### src/cim_macros.svh
`ifndef CIM_MACROS_SVH
`define CIM_MACROS_SVH

// Data formats
`define CIM_ADC_BITS        12
`define CIM_COMP_BITS       16
`define CIM_COMP_FRAC       12
`define CIM_PARAM_BITS      12
`define CIM_PARAM_FRAC      10

// Model geometry, patch length equals embedding depth
`define CIM_EMB_DEPTH       8
`define CIM_NUM_PATCHES     4

// Memory sizes in words
`define CIM_INT_RES_DEPTH   128
`define CIM_PARAM_DEPTH     64

// Intermediate-result memory map
`define CIM_CLS_BASE        0
`define CIM_EEG_BASE        8
`define CIM_POS_EMB_BASE    40

// Parameter memory map
`define CIM_PARAM_CLS_BASE  0
// 40 words, one per token element
`define CIM_PARAM_POS_BASE  8

`endif

### src/cim_fx_pkg.sv
`default_nettype none

`include "cim_macros.svh"

package cim_fx_pkg;

    // Signed Q4.12 compute word
    typedef logic signed [`CIM_COMP_BITS-1:0] comp_fx_t;

    // Signed Q2.10 model parameter
    typedef logic signed [`CIM_PARAM_BITS-1:0] param_word_t;

    // Raw unsigned ADC sample
    typedef logic [`CIM_ADC_BITS-1:0] eeg_sample_t;

    // Memory addresses
    typedef logic [$clog2(`CIM_INT_RES_DEPTH)-1:0] int_res_addr_t;
    typedef logic [$clog2(`CIM_PARAM_DEPTH)-1:0] param_addr_t;

endpackage

`default_nettype wire

### src/cim_ctrl_pkg.sv
`default_nettype none

`include "cim_macros.svh"

package cim_ctrl_pkg;

    typedef enum logic [1:0] {
        IDLE,
        EEG_LOAD,
        INFERENCE
    } cim_state_t;

    typedef enum logic {
        CLASS_TOKEN_STEP,
        POS_EMB_STEP
    } inf_step_t;

    // One operation per cycle from sequencer to datapath
    typedef enum logic [1:0] {
        NONE,
        EEG_WRITE,
        CLASS_COPY,
        POS_ADD
    } dp_op_t;

    // Token row (class token plus patches) and column counters
    typedef logic [$clog2(`CIM_NUM_PATCHES+1)-1:0] row_cnt_t;
    typedef logic [$clog2(`CIM_EMB_DEPTH)-1:0] col_cnt_t;

endpackage

`default_nettype wire

### src/cim_sram.sv
`timescale 1ns/10ps
`default_nettype none

`include "cim_macros.svh"

module cim_sram #(
    parameter type word_t = logic [`CIM_COMP_BITS-1:0],
    parameter int  DEPTH  = `CIM_INT_RES_DEPTH
) (
    input  wire logic                     clk,
    input  wire logic                     wr_en_i,
    input  wire logic [$clog2(DEPTH)-1:0] wr_addr_i,
    input  wire word_t                    wr_data_i,
    input  wire logic                     rd_en_i,
    input  wire logic [$clog2(DEPTH)-1:0] rd_addr_i,
    output word_t                         rd_data_o
);

    word_t mem [DEPTH];

    always_ff @(posedge clk) begin
        if (wr_en_i) begin
            mem[wr_addr_i] <= wr_data_i;
        end
    end

    // Registered read, old data on a same-address write
    always_ff @(posedge clk) begin
        if (rd_en_i) begin
            rd_data_o <= mem[rd_addr_i];
        end
    end

endmodule

`default_nettype wire

### src/cim_sequencer.sv
`timescale 1ns/10ps
`default_nettype none

`include "cim_macros.svh"

module cim_sequencer (
    input  wire logic                      clk,
    input  wire logic                      rst_n,
    input  wire logic                      start_eeg_load_i,
    input  wire logic                      new_eeg_data_i,
    input  wire logic                      new_sleep_epoch_i,
    input  wire logic                      host_rd_en_i,
    output cim_ctrl_pkg::dp_op_t           op_o,
    output cim_fx_pkg::int_res_addr_t      rd_addr_o,
    output cim_fx_pkg::int_res_addr_t      wr_addr_o,
    output cim_fx_pkg::param_addr_t        prm_addr_o,
    output logic                           host_rd_grant_o,
    output logic                           inference_complete_o,
    output logic                           host_rd_valid_o
);

    import cim_ctrl_pkg::*;
    import cim_fx_pkg::*;

    localparam col_cnt_t LAST_COL   = col_cnt_t'(`CIM_EMB_DEPTH - 1);
    localparam row_cnt_t LAST_PATCH = row_cnt_t'(`CIM_NUM_PATCHES - 1);
    localparam row_cnt_t LAST_ROW   = row_cnt_t'(`CIM_NUM_PATCHES);

    cim_state_t state_q;
    inf_step_t  step_q;
    row_cnt_t   row_q;
    col_cnt_t   col_q;
    logic       drain_q;

    // Row-major element index, depth is a power of two
    logic [$bits(row_cnt_t)+$bits(col_cnt_t)-1:0] idx;

    assign idx = {row_q, col_q};

    always_ff @(posedge clk) begin
        if (!rst_n) begin
            state_q              <= IDLE;
            step_q               <= CLASS_TOKEN_STEP;
            row_q                <= '0;
            col_q                <= '0;
            drain_q              <= 1'b0;
            inference_complete_o <= 1'b0;
        end else begin
            inference_complete_o <= 1'b0;
            if (new_sleep_epoch_i && (state_q != INFERENCE)) begin
                // Loaded samples stay in memory
                state_q <= INFERENCE;
                step_q  <= CLASS_TOKEN_STEP;
                row_q   <= '0;
                col_q   <= '0;
                drain_q <= 1'b0;
            end else begin
                case (state_q)
                    IDLE: begin
                        if (start_eeg_load_i) begin
                            state_q <= EEG_LOAD;
                            row_q   <= '0;
                            col_q   <= '0;
                        end
                    end
                    EEG_LOAD: begin
                        if (new_eeg_data_i) begin
                            if (col_q == LAST_COL) begin
                                col_q <= '0;
                                row_q <= (row_q == LAST_PATCH) ? '0 : row_q + 1'b1;
                            end else begin
                                col_q <= col_q + 1'b1;
                            end
                        end
                    end
                    INFERENCE: begin
                        if (drain_q) begin
                            drain_q <= 1'b0;
                            if (step_q == CLASS_TOKEN_STEP) begin
                                step_q <= POS_EMB_STEP;
                            end else begin
                                // Last write has landed
                                state_q              <= IDLE;
                                step_q               <= CLASS_TOKEN_STEP;
                                inference_complete_o <= 1'b1;
                            end
                        end else if (col_q == LAST_COL) begin
                            col_q <= '0;
                            if (step_q == CLASS_TOKEN_STEP) begin
                                drain_q <= 1'b1;
                            end else if (row_q == LAST_ROW) begin
                                row_q   <= '0;
                                drain_q <= 1'b1;
                            end else begin
                                row_q <= row_q + 1'b1;
                            end
                        end else begin
                            col_q <= col_q + 1'b1;
                        end
                    end
                    default: begin
                        state_q <= IDLE;
                    end
                endcase
            end
        end
    end

    // Operation strobe for the current cycle
    always_comb begin
        op_o = NONE;
        case (state_q)
            EEG_LOAD: begin
                if (new_eeg_data_i) begin
                    op_o = EEG_WRITE;
                end
            end
            INFERENCE: begin
                if (!drain_q) begin
                    op_o = (step_q == CLASS_TOKEN_STEP) ? CLASS_COPY : POS_ADD;
                end
            end
            default: begin
                op_o = NONE;
            end
        endcase
    end

    // Row stays at zero during the class-token step
    always_comb begin
        rd_addr_o  = int_res_addr_t'(`CIM_CLS_BASE) + int_res_addr_t'(idx);
        prm_addr_o = param_addr_t'(`CIM_PARAM_POS_BASE) + param_addr_t'(idx);
        wr_addr_o  = int_res_addr_t'(`CIM_POS_EMB_BASE) + int_res_addr_t'(idx);
        if (state_q == EEG_LOAD) begin
            wr_addr_o = int_res_addr_t'(`CIM_EEG_BASE) + int_res_addr_t'(idx);
        end else if (step_q == CLASS_TOKEN_STEP) begin
            prm_addr_o = param_addr_t'(`CIM_PARAM_CLS_BASE) + param_addr_t'(idx);
            wr_addr_o  = int_res_addr_t'(`CIM_CLS_BASE) + int_res_addr_t'(idx);
        end
    end

    // Host owns the read port only while idle
    assign host_rd_grant_o = host_rd_en_i && (state_q == IDLE);

    always_ff @(posedge clk) begin
        if (!rst_n) begin
            host_rd_valid_o <= 1'b0;
        end else begin
            host_rd_valid_o <= host_rd_en_i;
        end
    end

endmodule

`default_nettype wire

### src/cim_embed_datapath.sv
`timescale 1ns/10ps
`default_nettype none

`include "cim_macros.svh"

module cim_embed_datapath (
    input  wire logic                      clk,
    input  wire logic                      rst_n,
    input  wire cim_ctrl_pkg::dp_op_t      op_i,
    input  wire cim_fx_pkg::int_res_addr_t rd_addr_i,
    input  wire cim_fx_pkg::int_res_addr_t wr_addr_i,
    input  wire cim_fx_pkg::param_addr_t   prm_addr_i,
    input  wire cim_fx_pkg::eeg_sample_t   eeg_i,
    input  wire logic                      param_wr_en_i,
    input  wire cim_fx_pkg::param_addr_t   param_wr_addr_i,
    input  wire cim_fx_pkg::param_word_t   param_wr_data_i,
    input  wire logic                      host_rd_grant_i,
    input  wire cim_fx_pkg::int_res_addr_t host_rd_addr_i,
    input  wire cim_fx_pkg::param_word_t   prm_rd_data_i,
    input  wire cim_fx_pkg::comp_fx_t      ir_rd_data_i,
    output logic                           prm_wr_en_o,
    output cim_fx_pkg::param_addr_t        prm_wr_addr_o,
    output cim_fx_pkg::param_word_t        prm_wr_data_o,
    output logic                           prm_rd_en_o,
    output cim_fx_pkg::param_addr_t        prm_rd_addr_o,
    output logic                           ir_wr_en_o,
    output cim_fx_pkg::int_res_addr_t      ir_wr_addr_o,
    output cim_fx_pkg::comp_fx_t           ir_wr_data_o,
    output logic                           ir_rd_en_o,
    output cim_fx_pkg::int_res_addr_t      ir_rd_addr_o,
    output cim_fx_pkg::comp_fx_t           host_rd_data_o
);

    import cim_ctrl_pkg::*;
    import cim_fx_pkg::*;

    localparam int EEG_PAD   = `CIM_COMP_BITS - `CIM_ADC_BITS;
    localparam int PRM_SHIFT = `CIM_COMP_FRAC - `CIM_PARAM_FRAC;
    localparam int PRM_EXT   = `CIM_COMP_BITS - `CIM_PARAM_BITS - PRM_SHIFT;

    dp_op_t        op_q;
    int_res_addr_t wr_addr_q;
    comp_fx_t      eeg_norm;
    comp_fx_t      prm_cvt;
    comp_fx_t      emb_sum;

    // Sample MSB lands at weight 1/2, so the value is in [0, 1)
    assign eeg_norm = {{EEG_PAD{1'b0}}, eeg_i};

    // Q2.10 to Q4.12
    assign prm_cvt = {{PRM_EXT{prm_rd_data_i[`CIM_PARAM_BITS-1]}},
                      prm_rd_data_i,
                      {PRM_SHIFT{1'b0}}};

    assign emb_sum = ir_rd_data_i + prm_cvt;

    // Write stage trails the read stage by the memory latency
    always_ff @(posedge clk) begin
        if (!rst_n) begin
            op_q <= NONE;
        end else begin
            op_q <= op_i;
        end
    end

    always_ff @(posedge clk) begin
        wr_addr_q <= wr_addr_i;
    end

    // Parameter memory, host writes go straight through
    assign prm_wr_en_o   = param_wr_en_i;
    assign prm_wr_addr_o = param_wr_addr_i;
    assign prm_wr_data_o = param_wr_data_i;
    assign prm_rd_en_o   = (op_i == CLASS_COPY) || (op_i == POS_ADD);
    assign prm_rd_addr_o = prm_addr_i;

    // Grant and POS_ADD never share a cycle
    assign ir_rd_en_o     = (op_i == POS_ADD) || host_rd_grant_i;
    assign ir_rd_addr_o   = host_rd_grant_i ? host_rd_addr_i : rd_addr_i;
    assign host_rd_data_o = ir_rd_data_i;

    always_comb begin
        ir_wr_en_o   = 1'b0;
        ir_wr_addr_o = wr_addr_q;
        ir_wr_data_o = emb_sum;
        if (op_i == EEG_WRITE) begin
            // Sample goes in at its own strobe edge
            ir_wr_en_o   = 1'b1;
            ir_wr_addr_o = wr_addr_i;
            ir_wr_data_o = eeg_norm;
        end else if (op_q == CLASS_COPY) begin
            ir_wr_en_o   = 1'b1;
            ir_wr_data_o = prm_cvt;
        end else if (op_q == POS_ADD) begin
            ir_wr_en_o   = 1'b1;
        end
    end

endmodule

`default_nettype wire

### src/cim_top.sv
`timescale 1ns/10ps
`default_nettype none

`include "cim_macros.svh"

module cim_top (
    input  wire logic                      clk,
    input  wire logic                      rst_n,
    input  wire logic                      start_eeg_load_i,
    input  wire logic                      new_eeg_data_i,
    input  wire cim_fx_pkg::eeg_sample_t   eeg_i,
    input  wire logic                      new_sleep_epoch_i,
    input  wire logic                      param_wr_en_i,
    input  wire cim_fx_pkg::param_addr_t   param_wr_addr_i,
    input  wire cim_fx_pkg::param_word_t   param_wr_data_i,
    input  wire logic                      host_rd_en_i,
    input  wire cim_fx_pkg::int_res_addr_t host_rd_addr_i,
    output cim_fx_pkg::comp_fx_t           host_rd_data_o,
    output logic                           host_rd_valid_o,
    output logic                           inference_complete_o
);

    import cim_ctrl_pkg::*;
    import cim_fx_pkg::*;

    // Sequencer to datapath
    dp_op_t        op;
    int_res_addr_t rd_addr;
    int_res_addr_t wr_addr;
    param_addr_t   prm_addr;
    logic          host_rd_grant;

    // Parameter memory ports
    logic          prm_wr_en;
    param_addr_t   prm_wr_addr;
    param_word_t   prm_wr_data;
    logic          prm_rd_en;
    param_addr_t   prm_rd_addr;
    param_word_t   prm_rd_data;

    // Intermediate-result memory ports
    logic          ir_wr_en;
    int_res_addr_t ir_wr_addr;
    comp_fx_t      ir_wr_data;
    logic          ir_rd_en;
    int_res_addr_t ir_rd_addr;
    comp_fx_t      ir_rd_data;

    cim_sequencer u_sequencer (
        .clk                  (clk),
        .rst_n                (rst_n),
        .start_eeg_load_i     (start_eeg_load_i),
        .new_eeg_data_i       (new_eeg_data_i),
        .new_sleep_epoch_i    (new_sleep_epoch_i),
        .host_rd_en_i         (host_rd_en_i),
        .op_o                 (op),
        .rd_addr_o            (rd_addr),
        .wr_addr_o            (wr_addr),
        .prm_addr_o           (prm_addr),
        .host_rd_grant_o      (host_rd_grant),
        .inference_complete_o (inference_complete_o),
        .host_rd_valid_o      (host_rd_valid_o)
    );

    cim_embed_datapath u_datapath (
        .clk             (clk),
        .rst_n           (rst_n),
        .op_i            (op),
        .rd_addr_i       (rd_addr),
        .wr_addr_i       (wr_addr),
        .prm_addr_i      (prm_addr),
        .eeg_i           (eeg_i),
        .param_wr_en_i   (param_wr_en_i),
        .param_wr_addr_i (param_wr_addr_i),
        .param_wr_data_i (param_wr_data_i),
        .host_rd_grant_i (host_rd_grant),
        .host_rd_addr_i  (host_rd_addr_i),
        .prm_rd_data_i   (prm_rd_data),
        .ir_rd_data_i    (ir_rd_data),
        .prm_wr_en_o     (prm_wr_en),
        .prm_wr_addr_o   (prm_wr_addr),
        .prm_wr_data_o   (prm_wr_data),
        .prm_rd_en_o     (prm_rd_en),
        .prm_rd_addr_o   (prm_rd_addr),
        .ir_wr_en_o      (ir_wr_en),
        .ir_wr_addr_o    (ir_wr_addr),
        .ir_wr_data_o    (ir_wr_data),
        .ir_rd_en_o      (ir_rd_en),
        .ir_rd_addr_o    (ir_rd_addr),
        .host_rd_data_o  (host_rd_data_o)
    );

    cim_sram #(
        .word_t (param_word_t),
        .DEPTH  (`CIM_PARAM_DEPTH)
    ) u_param_mem (
        .clk       (clk),
        .wr_en_i   (prm_wr_en),
        .wr_addr_i (prm_wr_addr),
        .wr_data_i (prm_wr_data),
        .rd_en_i   (prm_rd_en),
        .rd_addr_i (prm_rd_addr),
        .rd_data_o (prm_rd_data)
    );

    cim_sram #(
        .word_t (comp_fx_t),
        .DEPTH  (`CIM_INT_RES_DEPTH)
    ) u_int_res_mem (
        .clk       (clk),
        .wr_en_i   (ir_wr_en),
        .wr_addr_i (ir_wr_addr),
        .wr_data_i (ir_wr_data),
        .rd_en_i   (ir_rd_en),
        .rd_addr_i (ir_rd_addr),
        .rd_data_o (ir_rd_data)
    );

endmodule

`default_nettype wire

### config.mk
export PLATFORM = sky130hd
export DESIGN_NAME = cim_top
export DESIGN_NICKNAME = d
export VERILOG_FILES = /design/src/cim_fx_pkg.sv /design/src/cim_ctrl_pkg.sv /design/src/cim_sram.sv /design/src/cim_sequencer.sv /design/src/cim_embed_datapath.sv /design/src/cim_top.sv
export VERILOG_INCLUDE_DIRS = /design/src
export SDC_FILE = /design/constraint.sdc
export NUM_CORES = 2
export LEC_CHECK = 0
export BUFFER_PORTS_ARGS = -buffer_cell sky130_fd_sc_hd__buf_2
export CAP_MARGIN = 5
export CORE_ASPECT_RATIO = 0.75
export CORE_MARGIN = 3
export CORE_UTILIZATION = 57
export CTS_BUF_LIST = sky130_fd_sc_hd__clkbuf_4 sky130_fd_sc_hd__clkbuf_8 sky130_fd_sc_hd__clkbuf_16
export DETAILED_ROUTE_END_ITERATION = 6
export PLACE_DENSITY_LB_ADDON = 0.08
export SLEW_MARGIN = 20
export SYNTH_ARGS = -nofsm -noshare
export SYNTH_HDL_FRONTEND = slang
export SYNTH_SLANG_ARGS = --single-unit
### constraint.sdc
create_clock -name clk -period 8 [get_ports clk]
set_input_delay 0.4 -clock clk [delete_from_list [all_inputs] [get_ports clk]]
set_output_delay 0.4 -clock clk [all_outputs]
set_load 0.1 [all_outputs]
Yosys cells after proc, flatten, opt, wreduce, memory -nomap -nowiden. Memory sizes are Yosys's and may differ from the RTL's. A register that Yosys moved wholly into a read port is not among the register bits. Index checks and enable logic that the tools add are counted.

Add/sub/neg operators: 6. Eq/ne operators: 22. Muxes and demuxes: 43. Bitwise operators: 4. Reductions and logical operators: 13.

Operator list (count): 3-bit two-way mux (11); 16-bit two-way mux (2); 7-bit two-way mux (4); 3-bit case mux with 3 select lines (2); 16-bit by 14-bit adder with 16-bit output (1); 1-bit two-way mux (15); 6-bit two-way mux (2); 4-bit AND reduction (3); 2-bit equality test (second input constant) (5); 2-bit two-way mux (5); 2-bit by 1-bit != test with 1-bit output (second input constant) (5); 2-bit != test (second input constant) (4); 4-bit by 6-bit adder with 7-bit output (first input constant) (1); 6-bit by 6-bit adder with 7-bit output (first input constant) (1); 7-bit AND reduction (1); 3-bit by 1-bit adder with 3-bit output (second input constant) (2); 4-bit by 6-bit adder with 6-bit output (first input constant) (1); 3-bit equality test (second input constant) (2); 3-bit by 1-bit != test with 1-bit output (second input constant) (2); 2-bit case mux with 3 select lines (1); 2-bit by 1-bit equality test with 1-bit output (second input constant) (2); 1-bit inverter (4); 2-bit case mux with 2 select lines (1); 4-bit OR reduction (1); 8 further kinds (10).

Flip-flop bits (word level): 21. RAM bits: 2816. Input port bits: 44. Output and inout port bits: 18. Word-level logic and storage cells: 100. Memories: 2.

Memory list: u_int_res_mem.mem (words 128, width 16, rd ports 1, clocked after Yosys merged registers in 1, wr ports 1, RTL line cim_sram.sv:19) `word_t mem [DEPTH];`; u_param_mem.mem (words 64, width 12, rd ports 1, clocked after Yosys merged registers in 1, wr ports 1, RTL line cim_sram.sv:19).

Logic depth before layout (Yosys ltp).
Depth in word-level cells: 7. Gate-level depth with buffers: 16. Depth with buffers taken out: 10.

Hierarchy. From an unflattened synthesis, not the netlist that was laid out.

Cell total of the unflattened synthesis: 4764. Area, all modules: 111212.9 um^2.

By module, submodules not included: cim_sram at u_int_res_mem (instances 1, cells an instance 3086, area an instance 78683.0 um^2, sequential area each 61979.4 um^2); cim_sram at u_param_mem (instances 1, cells an instance 1339, area an instance 29971.2 um^2, sequential area each 23422.5 um^2); cim_embed_datapath (instances 1, cells an instance 223, area an instance 1607.8 um^2, sequential area each 180.2 um^2); cim_sequencer (instances 1, cells an instance 116, area an instance 950.9 um^2, sequential area each 240.2 um^2).

Least setup slack after synthesis. OpenSTA, ideal clock, no wires.

Kind: register to register. Start: reg u_int_res_mem.rd_data_o[9] (netlist name), read port of u_int_res_mem.mem. End: mem u_int_res_mem.mem[0][13] (netlist name), data pin. Setup time: 1.240 ns. Arrival: 7.558 ns. Required time: 6.760 ns. Setup slack: -0.798 ns. Stages on the path, launching flop included: 8. Buffers on the path: 0. Period minus slack after synthesis: 8.798 ns. Cell sequence: edfxtp_1 > ha_1 > a21o_1 > a21o_1 > a22oi_1 > and2_1 > a21oi_1 > o32ai_1.

Longest elaborated chain between the ends: 3.

RTL lines: start: declaration (RTL line cim_sram.sv:16) `output word_t rd_data_o`; 16-bit by 14-bit adder with 16-bit output (RTL line cim_embed_datapath.sv:55) `assign emb_sum = ir_rd_data_i + prm_cvt;`; 16-bit two-way mux (RTL line cim_embed_datapath.sv:91) `end else if (op_q == CLASS_COPY) begin`; 16-bit two-way mux (RTL line cim_embed_datapath.sv:86) `if (op_i == EEG_WRITE) begin`; via ir_wr_data[13] (RTL line cim_top.sv:44) `comp_fx_t ir_wr_data;`; end: declaration (RTL line cim_sram.sv:19).

The timed path passes the listed nets, and every way through them passes these cells.

Final worst setup path.
Start: reg u_sequencer.state_q[1]. End: reg u_int_res_mem.rd_data_o[13] (netlist name), read port of u_int_res_mem.mem, data pin.

Longest elaborated chain between the ends: 4. Elaborated cells on any way between the ends: 8. Those cells by class: 3 x eq/ne; 2 x mux; 3 x reduce/logical.

RTL lines: start: declaration (RTL line cim_sequencer.sv:29) `cim_state_t state_q;`; start signal: assignment (RTL line cim_sequencer.sv:42) `state_q <= IDLE;`; start signal: assignment (RTL line cim_sequencer.sv:52) `state_q <= INFERENCE;`; start signal: assignment (RTL line cim_sequencer.sv:61) `state_q <= EEG_LOAD;`; 2-bit equality test or 2-bit by 1-bit equality test with 1-bit output (tied branches) (RTL line cim_sequencer.sv:112) `case (state_q)`; 2-bit case mux with 2 select lines (RTL line cim_sequencer.sv:112); 2-bit equality test (RTL line cim_embed_datapath.sv:78) `assign ir_rd_en_o = (op_i == POS_ADD) || host_rd_grant_i;`; 1-bit logical OR (RTL line cim_embed_datapath.sv:78).

Parallel ways exist; a longest one is shown, timed or not. A chain may end at the register's enable or synchronous reset.

==> impl_metrics.ini <==
[floorplan]
row_count = 140
die_area_sq_mm = 0.201
die_w_um = 517
pin_count = 62
start_util_pct = 57.5
die_h_um = 389
core_area_sq_mm = 0.194

[global_routing]
antenna_found_initial = 21
grt_start_max_net_pins = 106
grt.total_usage_pct = 30.7
grt_pass1_wl_um = 437000
grt_pass1_vias = 58300
overflow = 0

[cts]
clockBufferDepth = 4
clock_sinks = 2865
cts_buffers = 290
cts_tree = built
htree_levels = 5
root_buffer = clkbuf_16
postCtsHoldBufs = 6
cts_resized = 0
post_cts_buffers = 0
clkLatencyLatePin_ns = 0.91
clk_pin_slew_ns = 0.06

[drt]
ant_nets = 0
firstDrtPassIters = 6
dr_total_vias = 61900
wl_per_cell_um = 33.1
drc = 0
postRouteWirelength_um = 308000
drt_iter0_markers = 9831
routed_via_density = 6.65

[yosys]
synth_edf_count = 2844
synthArstFlopShare_pct = 0
syn-cell-area_sq_mm = 0.112
ys.flop_type = edfxtp_1
ys_types = 73
synth_cells = 6198
yosysSeqAreaShare_pct = 76.8
avgSynthCellArea_sq_um = 18.0
syn_nets = 6266
ys_ff_latch = 2865
yosysWarnings = 0

[setup_path]
cp.required_ns = 8.60
worst-path-max-fanout = 59
critPathMaxStageDelay_ns = 0.82
start_kind = flop
cp_cell_sequence = inv_1 -> ha_1 -> and2_4 -> mux2i_4 -> buf_12 -> buf_4 -> mux4_2 -> a21oi_1 -> nand4_1 -> nor3_1 -> nand2_1
cp.arrival_ns = 6.21
crit_type = reg -> reg
crit_path_top_delay_cell = nor3_1
r2r_end = u_int_res_mem.rd_data_o[13]$_DFFE_PP_
r2r_slack_ns = 2.40
worst-r2r-cell-count = 11
end_kind = flop
timing.rr.start = u_sequencer.state_q[1]$_SDFFE_PN0P_

[pwr]
power_density_mw_per_mm2 = 279
peakVddDrop_mv = 0.284
cellLeakagePower_nw = 40.1

[timing]
relSlewSlack_pct = 12.0
period_minus_slack_ns = 5.60
max_freq_ghz = 0.178
min_period_over_period_pct = 70.1
setup_violations = 0
rsz0062_at_grt = no
tightest_slew_ns = 1.32
skew_ns = 0.0457
drv_slew = 0
setup_slack_ns = 2.40
tns_ns = 0
hold_violations = 0

[cells_and_area]
syn_to_final_growth_pct = 12.6
fin_nets = 6615
fill_cells = 13200
fin_cells = 9314
final_layout_size_suffix_gt1_share_pct = 20.7
final_area_sq_mm = 0.126

[min_path]
min_path_type = in -> reg
min-delay-start = new_eeg_data_i
holdPathStages = 6
worstHoldEndpoint = u_sequencer.col_q[2]$_SDFFE_PP0P_

[placed_design]
port_buffers = 61
dpl.hpwl_um = 186000
dp_slack_ns = 2.46
postPlaceCellArea_sq_mm = 0.117
dp_cells = 8804
gp_congestion = 0.889

[run_status]
status = finished clean

[flow_run]
maxCapViolations = 0
-- cells in the final DEF, fill, tap and decap left out, types with 8 or more instances in the layout --
cell | netlist | routed
a211oi_1 | 57 | 57
a21oi_1 | 97 | 88
a21oi_4 | 0 | 9
a22oi_1 | 43 | 43
a311oi_1 | 34 | 33
a31oi_1 | 123 | 120
a32oi_1 | 95 | 95
and2_1 | 11 | 8
and3_1 | 97 | 97
buf_12 | 0 | 14
buf_2 | 117 | 61
buf_4 | 34 | 320
bufinv_16 | 0 | 18
clkbuf_16 | 0 | 299
clkbuf_4 | 0 | 57
clkinv_1 | 0 | 69
clkinv_2 | 0 | 40
dfxtp_1 | 21 | 18
diode_2 | 0 | 8
edfxtp_1 | 2844 | 2844
ha_1 | 23 | 23
inv_1 | 14 | 14
mux2i_1 | 111 | 110
mux4_2 | 486 | 486
nand2_1 | 1025 | 1020
nand2b_1 | 13 | 13
nand3_1 | 245 | 244
nand3b_1 | 8 | 8
nand4_1 | 36 | 36
nor2_1 | 248 | 231
nor2_2 | 2 | 13
nor2b_1 | 9 | 9
nor3_1 | 18 | 10
nor3_2 | 3 | 9
nor4_1 | 20 | 14
nor4_2 | 3 | 9
o211ai_1 | 8 | 8
o21ai_0 | 44 | 42
o221ai_1 | 14 | 14
o22ai_1 | 10 | 10
-- worst max-delay path by stage --
stage,slack [ns],from,end,depth (start not counted)
after global placement,2.57,u_sequencer.state_q[1]$_SDFFE_PN0P_,u_int_res_mem.rd_data_o[3]$_DFFE_PP_,11
after detailed placement,2.46,u_sequencer.state_q[1]$_SDFFE_PN0P_,u_int_res_mem.rd_data_o[13]$_DFFE_PP_,12
after global routing,2.20,u_sequencer.state_q[1]$_SDFFE_PN0P_,u_int_res_mem.rd_data_o[13]$_DFFE_PP_,12
after CTS,2.43,u_sequencer.state_q[1]$_SDFFE_PN0P_,u_int_res_mem.rd_data_o[13]$_DFFE_PP_,12
final,2.40,u_sequencer.state_q[1]$_SDFFE_PN0P_,u_int_res_mem.rd_data_o[13]$_DFFE_PP_,11
after floorplan,0.76,u_int_res_mem.rd_data_o[2]$_DFFE_PP_,u_int_res_mem.mem[0][14]$_DFFE_PP_,10
-- metrics by stage --
| step | hold WS, ns | power, mW | util [%] |
|---|---|---|---|
| floorplan | 0.350 | 20.6 | - |
| global placement | 0.428 | 22.2 | 60.0 |
| detailed placement | 0.429 | 22.3 | 60.0 |
| CTS | 0.0369 | 35.2 | 64.7 |
| global route | 0.106 | 36.0 | 64.7 |
| finish | 0.106 | 35.1 | 64.7 |
-- worst max-delay path: cells and delay by family (launching register included) --
kind	cells	cell delay (ns)
fa+ha+maj	1	0.50
simple gates	4	1.91
compound gates	1	0.40
mux	2	1.05
flops	1	0.35
buf+inv	3	0.95
-- power breakdown --
group,total [mW],leakage [nW],switching [mW],internal [mW]
sequential,18.0,25.8,0.0645,17.9
combinational,4.06,9.88,3.15,0.909
clock,13.0,4.50,5.46,7.59
total,35.1,40.1,8.68,26.4
-- Yosys cell counts (all sizes together) (23+ instances only) --
cell type / n / area [sq um]
mux2i: 112 / 1130
a31oi: 123 / 769
and3: 97 / 607
nand3: 245 / 1230
a32oi: 95 / 832
a211oi: 57 / 428
nand2: 1026 / 3850
o21ai: 47 / 235
a22oi: 43 / 323
a311oi: 34 / 298
a21oi: 97 / 485
nor2: 250 / 943
nand4: 36 / 225
buf: 189 / 1110
ha: 23 / 288
mux4: 487 / 11000
nor4: 24 / 184
clkbuf: 157 / 589
edfxtp: 2844 / 85400
-- registers in the layout (all words and copies together), names as in the netlist --
| register | cells |
|---|---|
| u_int_res_mem.mem | 2048 |
| u_param_mem.mem | 768 |
| u_int_res_mem.rd_data_o | 16 |
| u_param_mem.rd_data_o | 12 |
| u_datapath.wr_addr_q | 7 |
| u_sequencer.col_q | 3 |
| u_sequencer.row_q | 3 |
| u_datapath.op_q | 2 |
| u_sequencer.state_q | 2 |
| u_sequencer.drain_q | 1 |
| u_sequencer.host_rd_valid_o | 1 |
| u_sequencer.inference_complete_o | 1 |
| u_sequencer.step_q | 1 |
-- final cells by class --
| type | instances | area [sq um] | area share (%) |
|---|---|---|---|
| Sequential cell | 2865 | 85800 | 68.2 |
| Multi-Input combinational cell | 2973 | 24600 | 19.5 |
| Clock buffer | 357 | 7920 | 6.30 |
| Tap cell | 2556 | 3200 | 2.54 |
| Timing Repair Buffer | 403 | 3090 | 2.45 |
| Clock inverter | 138 | 1090 | 0.867 |
| Inverter | 14 | 52.6 | 0.0418 |
| Antenna cell | 8 | 20.0 | 0.0159 |
-- layer usage --
metal	global-route usage, %	vias to the layer above	wire length, um
met5	0	-	57
met4	9.18	6	10100
met3	9.08	510	41800
met2	40.2	3873	126000
met1	49.9	32100	130000
li1	-	25500	-
-- kinds of logic (layout without fill, tap and decap cells) --
group | count (synthesis) | count (layout) | synth area share (%)
compound gates | 573 | 573 | 3.58
xor+xnor | 8 | 8 | 0.0627
fa+ha+maj | 24 | 24 | 0.276
buf+inv | 360 | 912 | 1.57
flops | 2865 | 2865 | 76.8
mux | 600 | 600 | 10.9
other cells | 0 | 8 | 0
simple gates | 1768 | 1768 | 6.84
Note: power is estimated with default switching activity, not from simulation.
